--- config.mk ---
export PLATFORM = sky130hd
export DESIGN_NAME = sdram_frontend_top
export DESIGN_NICKNAME = d
export VERILOG_FILES = /design/src/logic/sdram_cmd_pkg.sv /design/src/logic/host_port_pkg.sv /design/src/logic/burst_req_if.sv /design/src/logic/host_port.sv /design/src/logic/stream_write_buffer.sv /design/src/logic/burst_sequencer.sv /design/src/logic/sdram_frontend_top.sv
export SDC_FILE = /design/constraint.sdc
export NUM_CORES = 1
export LEC_CHECK = 0
export ABC_AREA = 0
export BUFFER_PORTS_ARGS = -buffer_cell sky130_fd_sc_hd__buf_2
export CAP_MARGIN = 20
export CORE_ASPECT_RATIO = 0.75
export CORE_MARGIN = 2
export CORE_UTILIZATION = 40
export DETAILED_ROUTE_END_ITERATION = 6
export GPL_TIMING_DRIVEN = 0
export HOLD_SLACK_MARGIN = 0.05
export PLACE_DENSITY = 0.58
export SYNTH_ARGS = -nofsm -noshare
export SYNTH_HDL_FRONTEND = slang
export SYNTH_SLANG_ARGS = --single-unit
--- constraint.sdc ---
create_clock -name clk -period 35.4 [get_ports clk]
set_clock_uncertainty 0.05 [all_clocks]
set_input_delay 7.08 -clock clk [delete_from_list [all_inputs] [get_ports clk]]
set_output_delay 7.08 -clock clk [all_outputs]
set_load 0.03 [all_outputs]
--- src/logic/sdram_cmd_pkg.sv ---
`default_nettype none

package sdram_cmd_pkg;

  localparam int ADDR_W = 20;  // word address into the part
  localparam int WORD_W = 16;
  localparam int LEN_W  = 5;   // wide enough to hold a 16 word burst

  typedef logic [ADDR_W-1:0] sdram_addr_t;
  typedef logic [WORD_W-1:0] word_t;
  typedef logic [LEN_W-1:0]  burst_len_t;

  // selects which controller request goes high
  typedef enum logic {
    BURST_READ  = 1'b0,
    BURST_WRITE = 1'b1
  } burst_op_e;

  localparam burst_len_t LEN_SINGLE = 5'd1;   // single user write
  localparam burst_len_t LEN_LINE   = 5'd4;   // read cache line fill
  localparam burst_len_t LEN_BLOCK  = 5'd16;  // stream block flush

endpackage

`default_nettype wire

--- src/logic/host_port_pkg.sv ---
`default_nettype none

package host_port_pkg;

  localparam int LINE_WORDS  = 4;
  localparam int BLOCK_WORDS = 16;

  localparam int LINE_OFF_W  = $clog2(LINE_WORDS);
  localparam int BLOCK_IDX_W = $clog2(BLOCK_WORDS);

  // read cache line split
  typedef logic [sdram_cmd_pkg::ADDR_W-LINE_OFF_W-1:0] line_tag_t;
  typedef logic [LINE_OFF_W-1:0]                       line_off_t;

  // stream block split
  typedef logic [sdram_cmd_pkg::ADDR_W-BLOCK_IDX_W-1:0] block_tag_t;
  typedef logic [BLOCK_IDX_W-1:0]                       block_idx_t;

endpackage

`default_nettype wire

--- src/logic/burst_req_if.sv ---
`timescale 1ns/1ps
`default_nettype none

interface burst_req_if;

  logic                        req;    // held until ack
  sdram_cmd_pkg::burst_op_e    op;
  sdram_cmd_pkg::sdram_addr_t  addr;
  sdram_cmd_pkg::burst_len_t   len;
  sdram_cmd_pkg::word_t        wdata;  // word for the current beat

  logic                        ack;    // pulsed once the burst finishes
  host_port_pkg::block_idx_t   beat;
  sdram_cmd_pkg::word_t        rdata;
  logic                        rvalid;

  modport requester (
    output req, op, addr, len, wdata,
    input  ack, beat, rdata, rvalid
  );

  modport sequencer (
    input  req, op, addr, len, wdata,
    output ack, beat, rdata, rvalid
  );

endinterface

`default_nettype wire

--- src/logic/host_port.sv ---
`timescale 1ns/1ps
`default_nettype none

module host_port (
  input  logic                       clk,
  input  logic                       sys_rst_n,
  input  sdram_cmd_pkg::sdram_addr_t address,
  input  sdram_cmd_pkg::word_t       data_in,
  input  logic                       read_req,
  input  logic                       write_req,
  input  logic                       write_en,
  output sdram_cmd_pkg::word_t       data_out,
  output logic                       read_ack,
  output logic                       write_ack,
  burst_req_if.requester             line_if
);

  logic read_req_q;
  logic write_req_q;
  logic rd_edge;
  logic wr_edge;
  logic hit;

  host_port_pkg::line_tag_t addr_tag;
  host_port_pkg::line_off_t addr_off;

  logic                     line_valid;
  host_port_pkg::line_tag_t line_tag;
  sdram_cmd_pkg::word_t     line_mem [host_port_pkg::LINE_WORDS];

  host_port_pkg::line_tag_t rd_tag;  // tag of the line being fetched
  host_port_pkg::line_off_t rd_off;

  assign {addr_tag, addr_off} = address;

  assign rd_edge = read_req && !read_req_q;
  assign wr_edge = write_req && !write_req_q;
  assign hit     = line_valid && (line_tag == addr_tag);

  always_ff @(posedge clk or negedge sys_rst_n) begin
    if (!sys_rst_n) begin
      read_req_q  <= 1'b0;
      write_req_q <= 1'b0;
    end else begin
      read_req_q  <= read_req;
      write_req_q <= write_req;
    end
  end

  // burst request towards the sequencer
  always_ff @(posedge clk or negedge sys_rst_n) begin
    if (!sys_rst_n) begin
      line_if.req <= 1'b0;
      line_if.op  <= sdram_cmd_pkg::BURST_READ;
    end else if (line_if.ack) begin
      line_if.req <= 1'b0;
    end else if (wr_edge) begin
      line_if.req <= 1'b1;
      line_if.op  <= sdram_cmd_pkg::BURST_WRITE;
    end else if (rd_edge && !hit) begin
      line_if.req <= 1'b1;
      line_if.op  <= sdram_cmd_pkg::BURST_READ;
    end
  end

  always_ff @(posedge clk) begin
    if (wr_edge) begin
      line_if.addr  <= address;
      line_if.len   <= sdram_cmd_pkg::LEN_SINGLE;
      line_if.wdata <= data_in;
    end else if (rd_edge && !hit) begin
      line_if.addr <= {addr_tag, 2'b00};  // line aligned
      line_if.len  <= sdram_cmd_pkg::LEN_LINE;
    end
    if (rd_edge) begin
      rd_tag <= addr_tag;
      rd_off <= addr_off;
    end
    if (line_if.rvalid) begin
      line_mem[line_if.beat[host_port_pkg::LINE_OFF_W-1:0]] <= line_if.rdata;
    end
  end

  always_ff @(posedge clk or negedge sys_rst_n) begin
    if (!sys_rst_n) begin
      read_ack   <= 1'b0;
      write_ack  <= 1'b0;
      data_out   <= '0;
      line_valid <= 1'b0;
      line_tag   <= '0;
    end else begin
      write_ack <= 1'b0;
      if (rd_edge && hit) begin
        read_ack <= 1'b1;
        data_out <= line_mem[addr_off];
      end else if (line_if.ack && line_if.op == sdram_cmd_pkg::BURST_READ) begin
        // line is complete, the last beat landed a cycle ago
        line_valid <= 1'b1;
        line_tag   <= rd_tag;
        read_ack   <= 1'b1;
        data_out   <= line_mem[rd_off];
      end else if (!read_req) begin
        read_ack <= 1'b0;
        data_out <= '0;
      end
      if (line_if.ack && line_if.op == sdram_cmd_pkg::BURST_WRITE) begin
        write_ack <= 1'b1;
      end
      if (wr_edge || write_en) begin
        line_valid <= 1'b0;  // any write may touch the cached line
      end
    end
  end

endmodule

`default_nettype wire

--- src/logic/stream_write_buffer.sv ---
`timescale 1ns/1ps
`default_nettype none

module stream_write_buffer (
  input  logic                       clk,
  input  logic                       sys_rst_n,
  input  sdram_cmd_pkg::sdram_addr_t address,
  input  sdram_cmd_pkg::word_t       data_in,
  input  logic                       write_latch_address,
  input  logic                       write_en,
  burst_req_if.requester             block_if
);

  sdram_cmd_pkg::sdram_addr_t stream_addr;
  sdram_cmd_pkg::sdram_addr_t stream_cur;

  host_port_pkg::block_tag_t  cur_tag;
  host_port_pkg::block_idx_t  cur_idx;
  logic                       last_slot;

  // slot 15 goes straight to the back buffer
  sdram_cmd_pkg::word_t       front [host_port_pkg::BLOCK_WORDS-1];
  sdram_cmd_pkg::word_t       back  [host_port_pkg::BLOCK_WORDS];
  host_port_pkg::block_tag_t  back_tag;

  assign stream_cur = write_latch_address ? address : stream_addr;
  assign {cur_tag, cur_idx} = stream_cur;
  assign last_slot = (cur_idx == host_port_pkg::block_idx_t'(host_port_pkg::BLOCK_WORDS - 1));

  always_ff @(posedge clk or negedge sys_rst_n) begin
    if (!sys_rst_n) begin
      stream_addr <= '0;
    end else if (write_en) begin
      stream_addr <= stream_cur + 1'b1;
    end else begin
      stream_addr <= stream_cur;
    end
  end

  always_ff @(posedge clk) begin
    if (write_en) begin
      if (last_slot) begin
        for (int i = 0; i < host_port_pkg::BLOCK_WORDS - 1; i++) begin
          back[i] <= front[i];
        end
        back[host_port_pkg::BLOCK_WORDS-1] <= data_in;
        back_tag <= cur_tag;
      end else begin
        front[cur_idx] <= data_in;
      end
    end
  end

  // new block wins over a same cycle ack
  always_ff @(posedge clk or negedge sys_rst_n) begin
    if (!sys_rst_n) begin
      block_if.req <= 1'b0;
    end else if (write_en && last_slot) begin
      block_if.req <= 1'b1;
    end else if (block_if.ack) begin
      block_if.req <= 1'b0;
    end
  end

  assign block_if.op    = sdram_cmd_pkg::BURST_WRITE;
  assign block_if.len   = sdram_cmd_pkg::LEN_BLOCK;
  assign block_if.addr  = {back_tag, 4'h0};
  assign block_if.wdata = back[block_if.beat];

endmodule

`default_nettype wire

--- src/logic/burst_sequencer.sv ---
`timescale 1ns/1ps
`default_nettype none

module burst_sequencer (
  input  logic                       clk,
  input  logic                       sys_rst_n,
  burst_req_if.sequencer             line_if,
  burst_req_if.sequencer             block_if,
  output logic                       busy,
  output sdram_cmd_pkg::sdram_addr_t sdram_rw_addr,
  output logic                       sdram_wr_req,
  output sdram_cmd_pkg::burst_len_t  sdram_wr_burst,
  output sdram_cmd_pkg::word_t       sdram_din,
  input  logic                       sdram_wr_ack,
  output logic                       sdram_rd_req,
  output sdram_cmd_pkg::burst_len_t  sdram_rd_burst,
  input  logic                       sdram_rd_ack,
  input  sdram_cmd_pkg::word_t       sdram_dout
);

  typedef enum logic {
    SEQ_IDLE,
    SEQ_RUN
  } seq_state_e;

  seq_state_e                 state;
  logic                       owner_blk;  // stream block owns the port
  host_port_pkg::block_idx_t  cnt;

  logic                       grant;
  logic                       win_blk;
  sdram_cmd_pkg::burst_op_e   win_op;
  sdram_cmd_pkg::sdram_addr_t win_addr;
  sdram_cmd_pkg::burst_len_t  win_len;

  sdram_cmd_pkg::burst_len_t  cur_len;
  logic                       beat_ack;
  logic                       last_beat;

  // line_if first, and never while an ack is still out
  assign win_blk  = !line_if.req;
  assign grant    = (state == SEQ_IDLE) && !line_if.ack && !block_if.ack &&
                    (line_if.req || block_if.req);
  assign win_op   = win_blk ? block_if.op   : line_if.op;
  assign win_addr = win_blk ? block_if.addr : line_if.addr;
  assign win_len  = win_blk ? block_if.len  : line_if.len;

  assign beat_ack  = (sdram_wr_req && sdram_wr_ack) || (sdram_rd_req && sdram_rd_ack);
  assign last_beat = beat_ack && (cnt == host_port_pkg::block_idx_t'(cur_len - 1'b1));

  always_ff @(posedge clk or negedge sys_rst_n) begin
    if (!sys_rst_n) begin
      state        <= SEQ_IDLE;
      owner_blk    <= 1'b0;
      cnt          <= '0;
      sdram_wr_req <= 1'b0;
      sdram_rd_req <= 1'b0;
      line_if.ack  <= 1'b0;
      block_if.ack <= 1'b0;
    end else begin
      line_if.ack  <= 1'b0;
      block_if.ack <= 1'b0;
      case (state)
        SEQ_IDLE: begin
          if (grant) begin
            state        <= SEQ_RUN;
            owner_blk    <= win_blk;
            cnt          <= '0;
            sdram_wr_req <= (win_op == sdram_cmd_pkg::BURST_WRITE);
            sdram_rd_req <= (win_op == sdram_cmd_pkg::BURST_READ);
          end
        end
        SEQ_RUN: begin
          if (last_beat) begin
            state        <= SEQ_IDLE;
            sdram_wr_req <= 1'b0;
            sdram_rd_req <= 1'b0;
            if (owner_blk) begin
              block_if.ack <= 1'b1;
            end else begin
              line_if.ack <= 1'b1;
            end
          end else if (beat_ack) begin
            cnt <= cnt + 1'b1;
          end
        end
        default: state <= SEQ_IDLE;
      endcase
    end
  end

  // command payload latched once per burst
  always_ff @(posedge clk) begin
    if (grant) begin
      sdram_rw_addr <= win_addr;
      cur_len       <= win_len;
    end
  end

  assign sdram_wr_burst = cur_len;
  assign sdram_rd_burst = cur_len;

  assign busy = (state == SEQ_RUN);

  assign sdram_din = owner_blk ? block_if.wdata : line_if.wdata;

  assign line_if.beat    = cnt;
  assign block_if.beat   = cnt;
  assign line_if.rdata   = sdram_dout;
  assign block_if.rdata  = sdram_dout;
  assign line_if.rvalid  = sdram_rd_req && sdram_rd_ack && !owner_blk;
  assign block_if.rvalid = sdram_rd_req && sdram_rd_ack && owner_blk;

endmodule

`default_nettype wire

--- src/logic/sdram_frontend_top.sv ---
`timescale 1ns/1ps
`default_nettype none

module sdram_frontend_top (
  input  logic                       clk,
  input  logic                       sys_rst_n,
  input  sdram_cmd_pkg::sdram_addr_t address,
  input  sdram_cmd_pkg::word_t       data_in,
  output sdram_cmd_pkg::word_t       data_out,
  input  logic                       read_req,
  output logic                       read_ack,
  input  logic                       write_req,
  output logic                       write_ack,
  input  logic                       write_latch_address,
  input  logic                       write_en,
  output logic                       busy,
  output sdram_cmd_pkg::sdram_addr_t sdram_rw_addr,
  output logic                       sdram_wr_req,
  output sdram_cmd_pkg::burst_len_t  sdram_wr_burst,
  output sdram_cmd_pkg::word_t       sdram_din,
  input  logic                       sdram_wr_ack,
  output logic                       sdram_rd_req,
  output sdram_cmd_pkg::burst_len_t  sdram_rd_burst,
  input  logic                       sdram_rd_ack,
  input  sdram_cmd_pkg::word_t       sdram_dout
);

  burst_req_if line_if ();   // read fills and single writes
  burst_req_if block_if ();  // stream block flushes

  host_port u_host_port (
    .clk       (clk),
    .sys_rst_n (sys_rst_n),
    .address   (address),
    .data_in   (data_in),
    .read_req  (read_req),
    .write_req (write_req),
    .write_en  (write_en),
    .data_out  (data_out),
    .read_ack  (read_ack),
    .write_ack (write_ack),
    .line_if   (line_if.requester)
  );

  stream_write_buffer u_stream_write_buffer (
    .clk                 (clk),
    .sys_rst_n           (sys_rst_n),
    .address             (address),
    .data_in             (data_in),
    .write_latch_address (write_latch_address),
    .write_en            (write_en),
    .block_if            (block_if.requester)
  );

  burst_sequencer u_burst_sequencer (
    .clk            (clk),
    .sys_rst_n      (sys_rst_n),
    .line_if        (line_if.sequencer),
    .block_if       (block_if.sequencer),
    .busy           (busy),
    .sdram_rw_addr  (sdram_rw_addr),
    .sdram_wr_req   (sdram_wr_req),
    .sdram_wr_burst (sdram_wr_burst),
    .sdram_din      (sdram_din),
    .sdram_wr_ack   (sdram_wr_ack),
    .sdram_rd_req   (sdram_rd_req),
    .sdram_rd_burst (sdram_rd_burst),
    .sdram_rd_ack   (sdram_rd_ack),
    .sdram_dout     (sdram_dout)
  );

endmodule

`default_nettype wire

==> results of run 1 <==
-- state kept, by name, summed over array words and instances (netlist names), 4 cells and up, named ones only --
signal	cells
u_host_port.line_tag	18
u_stream_write_buffer.stream_addr	20
u_host_port.line_if.addr	20
u_host_port.line_mem	64
u_stream_write_buffer.back_tag	16
u_host_port.data_out	16
u_burst_sequencer.sdram_rw_addr	20
u_burst_sequencer.block_if.beat	4
u_stream_write_buffer.front	240
u_stream_write_buffer.back	256
u_host_port.line_if.wdata	16
u_host_port.rd_tag	18
-- path summary, 6_finish.rpt --
path / start / slack (ns) / cells past startpoint / to
max: u_burst_sequencer.block_if.beat[0] / 24.00 / 7 / sdram_din[1]
min: u_stream_write_buffer.front[5][10] / 0.35 / 0 / u_stream_write_buffer.back[5][10]
min reg2reg: u_stream_write_buffer.front[5][10] / 0.35 / 0 / u_stream_write_buffer.back[5][10]
min in group asynchronous: sys_rst_n / 6.28 / 1 / u_host_port.data_out[7]
max in group asynchronous: sys_rst_n / 28.39 / 2 / u_stream_write_buffer.stream_addr[17]
max reg2reg: u_host_port.line_tag[5] / 32.14 / 4 / u_host_port.line_if.addr[15]
-- worst max-delay path, cell delays in order, from the launching register on --
cell and delay, ns:
dfrtp_1 0.38, clkbuf_1 0.41, buf_1 0.82, buf_2 0.67, mux4_2 0.62, mux2i_1 0.15
a31oi_1 0.28, buf_2 0.33
-- synthesized netlist by cell type (all sizes together) (2+ instances only) --
cell,number
nand4,7
nand2,64
nor2,26
nand3b,3
nor2b,5
mux2i,25
mux2,77
mux4,96
nand2b,6
inv,23
a21oi,9
buf,23
o22ai,19
nand3,13
o21ai,20
nor3,5
xor2,6
a211oi,2
a21o,3
ha,9
and2,13
dfrtp,72
a31oi,19
xnor2,33
edfxtp,655
clkbuf,36
dfxtp,4
and3,3
-- layout make-up --
| type | count | area [um2] |
|---|---|---|
| Antenna cell | 1 | 2.502 |
| Buffer | 59 | 276.5 |
| Clock buffer | 94 | 1968 |
| Clock inverter | 41 | 371.6 |
| Fill cell | 5505 | 35030 |
| Inverter | 23 | 86.33 |
| Multi-Input combinational cell | 483 | 5086 |
| Sequential cell | 731 | 21550 |
| Tap cell | 882 | 1104 |
| Timing Repair Buffer | 151 | 1210 |
-- metal layers --
| layer | vias up | wire length, um | part of all wire [%] | track usage [%] |
|---|---|---|---|---|
| li1 | 5607 | - | - | - |
| met1 | 6587 | 25860 | 45 | 23.82 |
| met3 | 96 | 3302 | 5.7 | 3.840 |
| met4 | 4 | 1387 | 2.4 | 4.841 |
| met2 | 292 | 27410 | 47 | 26.48 |
| met5 | - | 28 | 0.048 | 0 |
-- kinds of logic (layout without fill, tap and decap cells) --
family,Yosys count,count (layout)
other,1,5
AOI/OAI and AO/OA,80,80
xor gates and xnor gates,39,39
and+or+nand+nor,153,153
DFF,731,731
buffers and inverters,82,368
adders and majority gates,9,9
muxes,198,198
-- per-stage QoR --
stage / instances / instance area (um2) / utilization, %
floorplan: 1296 / 26920 / -
global route: 2465 / 31660 / 47.47
CTS: 2460 / 31580 / 47.36
global placement: 2300 / 28630 / 42.93
detailed placement: 2325 / 29240 / 43.85
finish: 2465 / 31660 / 47.47
-- power groups by stage --
stage          Sequential, mW  Clock (mW)  Combinational [mW]
3_5_place_dp            0.989           0              0.0706
6_report                0.971       0.754              0.0694
3_3_place_gp            0.997           0              0.0610
4_1_cts                 0.971       0.770              0.0707
2_1_floorplan           0.993           0              0.0347
5_1_grt                 0.972       0.804              0.0753
==> flow_summary.html, run 1 <==
<table>
<tr><th>Metric</th><th>Value</th></tr>
<tr><th colspan="2">GRT</th></tr>
<tr><td>Global-route wire length before repair</td><td>84.93 mm</td></tr>
<tr><td>Remaining global-route overflow</td><td>0</td></tr>
<tr><td>Antenna violations before repair</td><td>3</td></tr>
<tr><td>Total track usage</td><td>16.91%</td></tr>
<tr><td>Maximum number of pins on one net before global-route repair</td><td>61</td></tr>
<tr><td>Via count of the first global-routing pass</td><td>12960</td></tr>
<tr><th colspan="2">Synth</th></tr>
<tr><td>YS warnings</td><td>0</td></tr>
<tr><td>Number of cells produced by synthesis</td><td>1293</td></tr>
<tr><td>Parity-gate share of the synthesized area counting xor and xnor cells</td><td>1.270%</td></tr>
<tr><td>Dominant combinational cell family by area after synthesis</td><td>multiplexers</td></tr>
<tr><td>Synth unique cells</td><td>50</td></tr>
<tr><td>Portion of synthesized cell area occupied by the leading cell type</td><td>73.11%</td></tr>
<tr><td>Post-synthesis simple-gate area fraction</td><td>2.702%</td></tr>
<tr><td>Cell area after technology mapping</td><td>0.02690 mm2</td></tr>
<tr><td>Area fraction in compound gates after synthesis</td><td>1.832%</td></tr>
<tr><td>Number of flip-flops and latches in the synthesized netlist</td><td>731</td></tr>
<tr><td>Sequential share of the synthesized area</td><td>80.10%</td></tr>
<tr><td>Largest cells by area after synthesis</td><td>edfxtp_1 (73%), mux4_2 (8.0%), dfrtp_1 (6.7%)</td></tr>
<tr><td>Biggest area consumer among synthesized cells</td><td>edfxtp_1</td></tr>
<tr><td>Share of synthesized flip-flops with an asynchronous set or reset</td><td>9.850%</td></tr>
<tr><td>Syn avg cell area</td><td>20.81 um2</td></tr>
<tr><td>Number of enable-type register cells in the synthesized netlist</td><td>655</td></tr>
<tr><td>Most used DFF post-synth</td><td>edfxtp_1</td></tr>
<tr><td>Multiplexer share of the synthesized area</td><td>12.31%</td></tr>
<tr><td>Adder-Cell Fraction of Synth Area</td><td>0.4185%</td></tr>
<tr><th colspan="2">Clocking</th></tr>
<tr><td>Clock latency reported for the late side of the worst-skew pair</td><td>0.61 ns</td></tr>
<tr><td>H-Tree Depth</td><td>3</td></tr>
<tr><td>Maximum clock path buffer count</td><td>3</td></tr>
<tr><td>Clock tree sinks</td><td>731</td></tr>
<tr><td>Num CTS Buffers</td><td>74</td></tr>
<tr><td>Number of hold-repair buffers added at the cts stage</td><td>0</td></tr>
<tr><td>Post-CTS setup buffer count</td><td>0</td></tr>
<tr><td>CTS root buffer</td><td>clkbuf_16</td></tr>
<tr><td>Reg clk slew, reported paths</td><td>0.06 ns</td></tr>
<tr><td>Resized Gates After CTS</td><td>0</td></tr>
<tr><td>CTS tree</td><td>yes</td></tr>
<tr><th colspan="2">Drt</th></tr>
<tr><td>First DRT Iteration DRCs</td><td>1103</td></tr>
<tr><td>Vias</td><td>12590</td></tr>
<tr><td>Detailed-route vias per instance</td><td>5.106</td></tr>
<tr><td>Routed len/inst</td><td>23.52 um</td></tr>
<tr><td>Total detailed-routing wirelength</td><td>57.99 mm</td></tr>
<tr><td>Antenna-violating nets left</td><td>0</td></tr>
<tr><td>First-pass DRT Iterations</td><td>5</td></tr>
<tr><td>Residual DRC count</td><td>0</td></tr>
<tr><th colspan="2">Place</th></tr>
<tr><td>Pre-CTS setup slack</td><td>24.00 ns</td></tr>
<tr><td>Weighted congestion at the end of routability-driven global placement</td><td>0.7754</td></tr>
<tr><td>Sum of net half-perimeters after detailed placement</td><td>37.12 mm</td></tr>
<tr><td>Count of buffers from port buffering</td><td>122</td></tr>
<tr><th colspan="2">Critical path</th></tr>
<tr><td>Critical path peak fanout</td><td>10</td></tr>
<tr><td>Worst setup EP type</td><td>output pin</td></tr>
<tr><td>Crit Path Category</td><td>reg2out</td></tr>
<tr><td>Critical path startpoint category</td><td>flip-flop</td></tr>
<tr><td>Required arrival time at the worst endpoint</td><td>28.27 ns</td></tr>
<tr><td>Arr. time, crit path</td><td>4.27 ns</td></tr>
<tr><th colspan="2">Power and ir drop</th></tr>
<tr><td>Leakage dissipation</td><td>10.80 nW</td></tr>
<tr><td>Largest vdd supply drop</td><td>31.45 uV</td></tr>
<tr><td>Part of the total power dissipated in combinational logic</td><td>3.9%</td></tr>
<tr><td>Net switching power</td><td>372.9 uW</td></tr>
<tr><td>Reg power frac</td><td>54.1%</td></tr>
<tr><td>Power, Total</td><td>1.794 mW</td></tr>
<tr><td>Power density over cell area</td><td>56.68 mW/mm2</td></tr>
<tr><td>Internal power component</td><td>1.421 mW</td></tr>
<tr><td>Clock share of power</td><td>42.0%</td></tr>
<tr><td>Sw Ratio</td><td>20.79%</td></tr>
<tr><th colspan="2">Timing</th></tr>
<tr><td>Hold Fails Final Rpt</td><td>0</td></tr>
<tr><td>Slew HR</td><td>22.52%</td></tr>
<tr><td>Setup repair after global routing missed its margin</td><td>no</td></tr>
<tr><td>Setup ws final</td><td>24.00 ns</td></tr>
<tr><td>Setup_tns</td><td>0 ns</td></tr>
<tr><td>Max Slew Vio Count</td><td>0</td></tr>
<tr><td>Final min period</td><td>11.40 ns</td></tr>
<tr><td>Number of setup violations in the final report</td><td>0</td></tr>
<tr><td>Transition time of the tightest slew-check pin</td><td>1.161 ns</td></tr>
<tr><td>Post-route fraction of the period consumed by the critical path</td><td>32.20%</td></tr>
<tr><td>Worst hold margin</td><td>0.3518 ns</td></tr>
<tr><td>Max Fclk</td><td>87.73 MHz</td></tr>
<tr><th colspan="2">Floorplan</th></tr>
<tr><td>Die width</td><td>303.5 um</td></tr>
<tr><td>Die height</td><td>228.6 um</td></tr>
<tr><td>Core Area</td><td>0.06669 mm2</td></tr>
<tr><td>Effective utilization at floorplan</td><td>40.34%</td></tr>
<tr><td>Standard-cell row count</td><td>82</td></tr>
<tr><td>Die outline area</td><td>0.06937 mm2</td></tr>
<tr><td>Count of boundary I/O pins</td><td>127</td></tr>
<tr><th colspan="2">Cells and area</th></tr>
<tr><td>Synthesis-to-layout area growth</td><td>17.66%</td></tr>
<tr><td>Commonest non-fill, non-tap cell in the layout</td><td>edfxtp_1</td></tr>
<tr><td>Share of post-route cells with drive strength above 1</td><td>29.08%</td></tr>
<tr><td>Commonest cells after routing, fill and taps aside</td><td>edfxtp_1 (655), buf_2 (125), mux4_2 (96)</td></tr>
<tr><td>Nets</td><td>1592</td></tr>
<tr><th colspan="2">Job</th></tr>
<tr><td>Max-cap violations</td><td>0</td></tr>
<tr><th colspan="2">Run status</th></tr>
<tr><td>Result of the run</td><td>completed</td></tr>
<tr><th colspan="2">Min path</th></tr>
<tr><td>Tightest Hold Check Type</td><td>reg2reg</td></tr>
</table>
No activity file was read; power rests on OpenSTA's default activity.
==> run 2: changes to the inputs <==
==> constraint.sdc (replaced) <==
create_clock -name clk -period 11.7 [get_ports clk]
set_clock_uncertainty 0.05 [all_clocks]
set_input_delay 2.34 -clock clk [delete_from_list [all_inputs] [get_ports clk]]
set_output_delay 2.34 -clock clk [all_outputs]
set_load 0.03 [all_outputs]
==> run 2 against run 1 <==
Effect of this change:
- sequential power grew to 3.0 times the previous value
- clock power grew to 3.0 times the previous value
- count of clock-buffer cells in the layout is 2 higher
- sequential cell count stayed put
- first-iteration DRC count is 4.1% higher
- final cell count is 0.24% higher
==> flow_summary.html, run 2 (same netlist as run 1, synthesis figures left out) <==
<table>
<tr><th>Metric</th><th>Value</th></tr>
<tr><th colspan="2">GRT</th></tr>
<tr><td>Remaining global-route overflow</td><td>0</td></tr>
<tr><td>Maximum number of pins on one net before global-route repair</td><td>55</td></tr>
<tr><td>Via count of the first global-routing pass</td><td>13100</td></tr>
<tr><td>Total track usage</td><td>17.05%</td></tr>
<tr><td>Global-route wire length before repair</td><td>85.57 mm</td></tr>
<tr><td>Antenna violations before repair</td><td>3</td></tr>
<tr><th colspan="2">Clocking</th></tr>
<tr><td>Number of hold-repair buffers added at the cts stage</td><td>0</td></tr>
<tr><td>Resized Gates After CTS</td><td>0</td></tr>
<tr><td>Clock tree sinks</td><td>731</td></tr>
<tr><td>H-Tree Depth</td><td>3</td></tr>
<tr><td>CTS root buffer</td><td>clkbuf_16</td></tr>
<tr><td>Num CTS Buffers</td><td>75</td></tr>
<tr><td>CTS tree</td><td>yes</td></tr>
<tr><td>Maximum clock path buffer count</td><td>3</td></tr>
<tr><td>Post-CTS setup buffer count</td><td>0</td></tr>
<tr><td>Reg clk slew, reported paths</td><td>0.06 ns</td></tr>
<tr><td>Clock latency reported for the late side of the worst-skew pair</td><td>0.61 ns</td></tr>
<tr><th colspan="2">Cells and area</th></tr>
<tr><td>Share of post-route cells with drive strength above 1</td><td>28.83%</td></tr>
<tr><td>Synthesis-to-layout area growth</td><td>17.73%</td></tr>
<tr><td>Sequential cell area in the final layout</td><td>0.02155 mm2</td></tr>
<tr><td>Commonest cells after routing, fill and taps aside</td><td>edfxtp_1 (655), buf_2 (125), mux4_2 (96)</td></tr>
<tr><td>Top register by number of flip-flops</td><td>u_stream_write_buffer.back</td></tr>
<tr><td>Nets</td><td>1593</td></tr>
<tr><td>Combined area of the multi-input logic cells</td><td>0.005086 mm2</td></tr>
<tr><td>Number of fill cells</td><td>5508</td></tr>
<tr><td>Commonest non-fill, non-tap cell in the layout</td><td>edfxtp_1</td></tr>
<tr><td>Non-filler instance count after layout</td><td>2471</td></tr>
<tr><td>Number of flip-flops under the largest register name</td><td>256</td></tr>
<tr><th colspan="2">Critical path</th></tr>
<tr><td>Worst setup EP type</td><td>output pin</td></tr>
<tr><td>Critical path buffers and inverters</td><td>4</td></tr>
<tr><td>Kind of cell adding the most delay to the critical path</td><td>buffers and inverters</td></tr>
<tr><td>Cell seen most often among critical-path stages</td><td>buf_2</td></tr>
<tr><td>Required arrival time at the worst endpoint</td><td>9.31 ns</td></tr>
<tr><td>Critical path startpoint category</td><td>flip-flop</td></tr>
<tr><td>Crit Path Category</td><td>reg2out</td></tr>
<tr><td>CP peak stage delay</td><td>0.79 ns</td></tr>
<tr><td>Critical path peak fanout</td><td>10</td></tr>
<tr><td>Arr. time, crit path</td><td>4.18 ns</td></tr>
<tr><td>Cell with the biggest individual delay on the critical path</td><td>buf_1</td></tr>
<tr><td>Crit path cell chain</td><td>clkbuf_1, buf_1, buf_2, mux4_2, mux2i_1, a31oi_1, buf_2</td></tr>
<tr><th colspan="2">Power and ir drop</th></tr>
<tr><td>Power density over cell area</td><td>171.4 mW/mm2</td></tr>
<tr><td>Largest vdd supply drop</td><td>96.63 uV</td></tr>
<tr><td>Leakage dissipation</td><td>10.81 nW</td></tr>
<tr><th colspan="2">Floorplan</th></tr>
<tr><td>Core Area</td><td>0.06669 mm2</td></tr>
<tr><td>Die outline area</td><td>0.06937 mm2</td></tr>
<tr><td>Effective utilization at floorplan</td><td>40.34%</td></tr>
<tr><td>Count of boundary I/O pins</td><td>127</td></tr>
<tr><td>Standard-cell row count</td><td>82</td></tr>
<tr><td>Die width</td><td>303.5 um</td></tr>
<tr><td>Die height</td><td>228.6 um</td></tr>
<tr><th colspan="2">Drt</th></tr>
<tr><td>First-pass DRT Iterations</td><td>5</td></tr>
<tr><td>Antenna-violating nets left</td><td>0</td></tr>
<tr><td>Routed len/inst</td><td>23.49 um</td></tr>
<tr><td>Vias</td><td>12630</td></tr>
<tr><td>Detailed-route vias per instance</td><td>5.110</td></tr>
<tr><td>First DRT Iteration DRCs</td><td>1148</td></tr>
<tr><td>Total detailed-routing wirelength</td><td>58.06 mm</td></tr>
<tr><td>Residual DRC count</td><td>0</td></tr>
<tr><th colspan="2">Timing</th></tr>
<tr><td>Hold Fails Final Rpt</td><td>0</td></tr>
<tr><td>Slew HR</td><td>21.82%</td></tr>
<tr><td>Setup_tns</td><td>0 ns</td></tr>
<tr><td>Max Fclk</td><td>152.2 MHz</td></tr>
<tr><td>Max Slew Vio Count</td><td>0</td></tr>
<tr><td>Post-route fraction of the period consumed by the critical path</td><td>56.16%</td></tr>
<tr><td>Number of setup violations in the final report</td><td>0</td></tr>
<tr><td>Final min period</td><td>6.571 ns</td></tr>
<tr><td>Setup repair after global routing missed its margin</td><td>no</td></tr>
<tr><td>Transition time of the tightest slew-check pin</td><td>1.173 ns</td></tr>
<tr><td>Setup ws final</td><td>5.129 ns</td></tr>
<tr><th colspan="2">Min path</th></tr>
<tr><td>Tightest Hold Check Type</td><td>reg2reg</td></tr>
<tr><th colspan="2">Place</th></tr>
<tr><td>Weighted congestion at the end of routability-driven global placement</td><td>0.7639</td></tr>
<tr><td>Sum of net half-perimeters after detailed placement</td><td>36.99 mm</td></tr>
<tr><td>Placed instance count</td><td>2325</td></tr>
<tr><td>Count of buffers from port buffering</td><td>122</td></tr>
<tr><td>Pre-CTS setup slack</td><td>4.610 ns</td></tr>
<tr><th colspan="2">Run status</th></tr>
<tr><td>Result of the run</td><td>completed</td></tr>
<tr><th colspan="2">Job</th></tr>
<tr><td>Max-cap violations</td><td>0</td></tr>
</table>
-- run 2: changes by cell type in the layout (fill, tap and decap cells not counted) --
cell / before / now
clkinv_4: 2 / 1
buf_6: 2 / 1
buf_16: 11 / 10
clkinvlp_4: 5 / 2
inv_6: 4 / 3
clkbuf_1: 53 / 52
buf_8: 9 / 10
buf_12: 8 / 9
bufinv_16: 5 / 4
diode_2: 1 / 4
clkbuf_16: 75 / 77
clkbuf_8: 2 / 3
clkinv_1: 13 / 20
-- run 2: path summary, 6_finish.rpt --
| check | end | startpoint | depth (start not counted) | slack (ns) |
|---|---|---|---|---|
| min in group asynchronous | u_host_port.data_out[8] | sys_rst_n | 1 | 1.58 |
| max | sdram_din[5] | u_burst_sequencer.block_if.beat[0] | 7 | 5.13 |
| max in group asynchronous | u_host_port.line_tag[3] | sys_rst_n | 2 | 9.41 |
| min reg2reg | u_stream_write_buffer.back[4][5] | u_stream_write_buffer.front[4][5] | 0 | 0.36 |
| max reg2reg | u_host_port.line_mem[2][13] | u_burst_sequencer.block_if.beat[0] | 6 | 8.32 |
| min | u_stream_write_buffer.back[4][5] | u_stream_write_buffer.front[4][5] | 0 | 0.36 |
-- run 2: final cells by class --
type                            count  area share (%)
Clock inverter                     42           1.035
Clock buffer                       96           6.403
Tap cell                          882           3.484
Sequential cell                   731           68.04
Multi-Input combinational cell    483           16.06
Antenna cell                        4         0.03160
Inverter                           23          0.2726
Timing Repair Buffer              151           3.808
Buffer                             59          0.8730
-- run 2: layer usage --
layer / GRT usage, % / vias to the layer above / routed length, um
met5: 0 / - / 13
met4: 4.442 / 2 / 1144
met3: 3.441 / 82 / 2993
met2: 26.51 / 300 / 27470
met1: 24.66 / 6619 / 26430
li1: - / 5623 / -
-- run 2: report_power, final --
group | switching (mW) | total, mW | leakage (nW) | internal, mW
Clock | 0.963 | 2.28 | 1.15 | 1.32
Combinational | 0.139 | 0.210 | 2.77 | 0.0707
Sequential | 0.0173 | 2.94 | 6.90 | 2.92
-- run 2: per-stage QoR --
step	utilization (%)	area (um2)	power (mW)	hold WS, ns
after global routing	47.49	31670	5.597	0.3620
after CTS	47.37	31590	5.480	0.3558
final	47.50	31680	5.428	0.3561
after global placement	42.95	28640	3.183	0.3501
after floorplan	-	26930	3.097	0.3503
after detailed placement	43.83	29230	3.203	0.3545
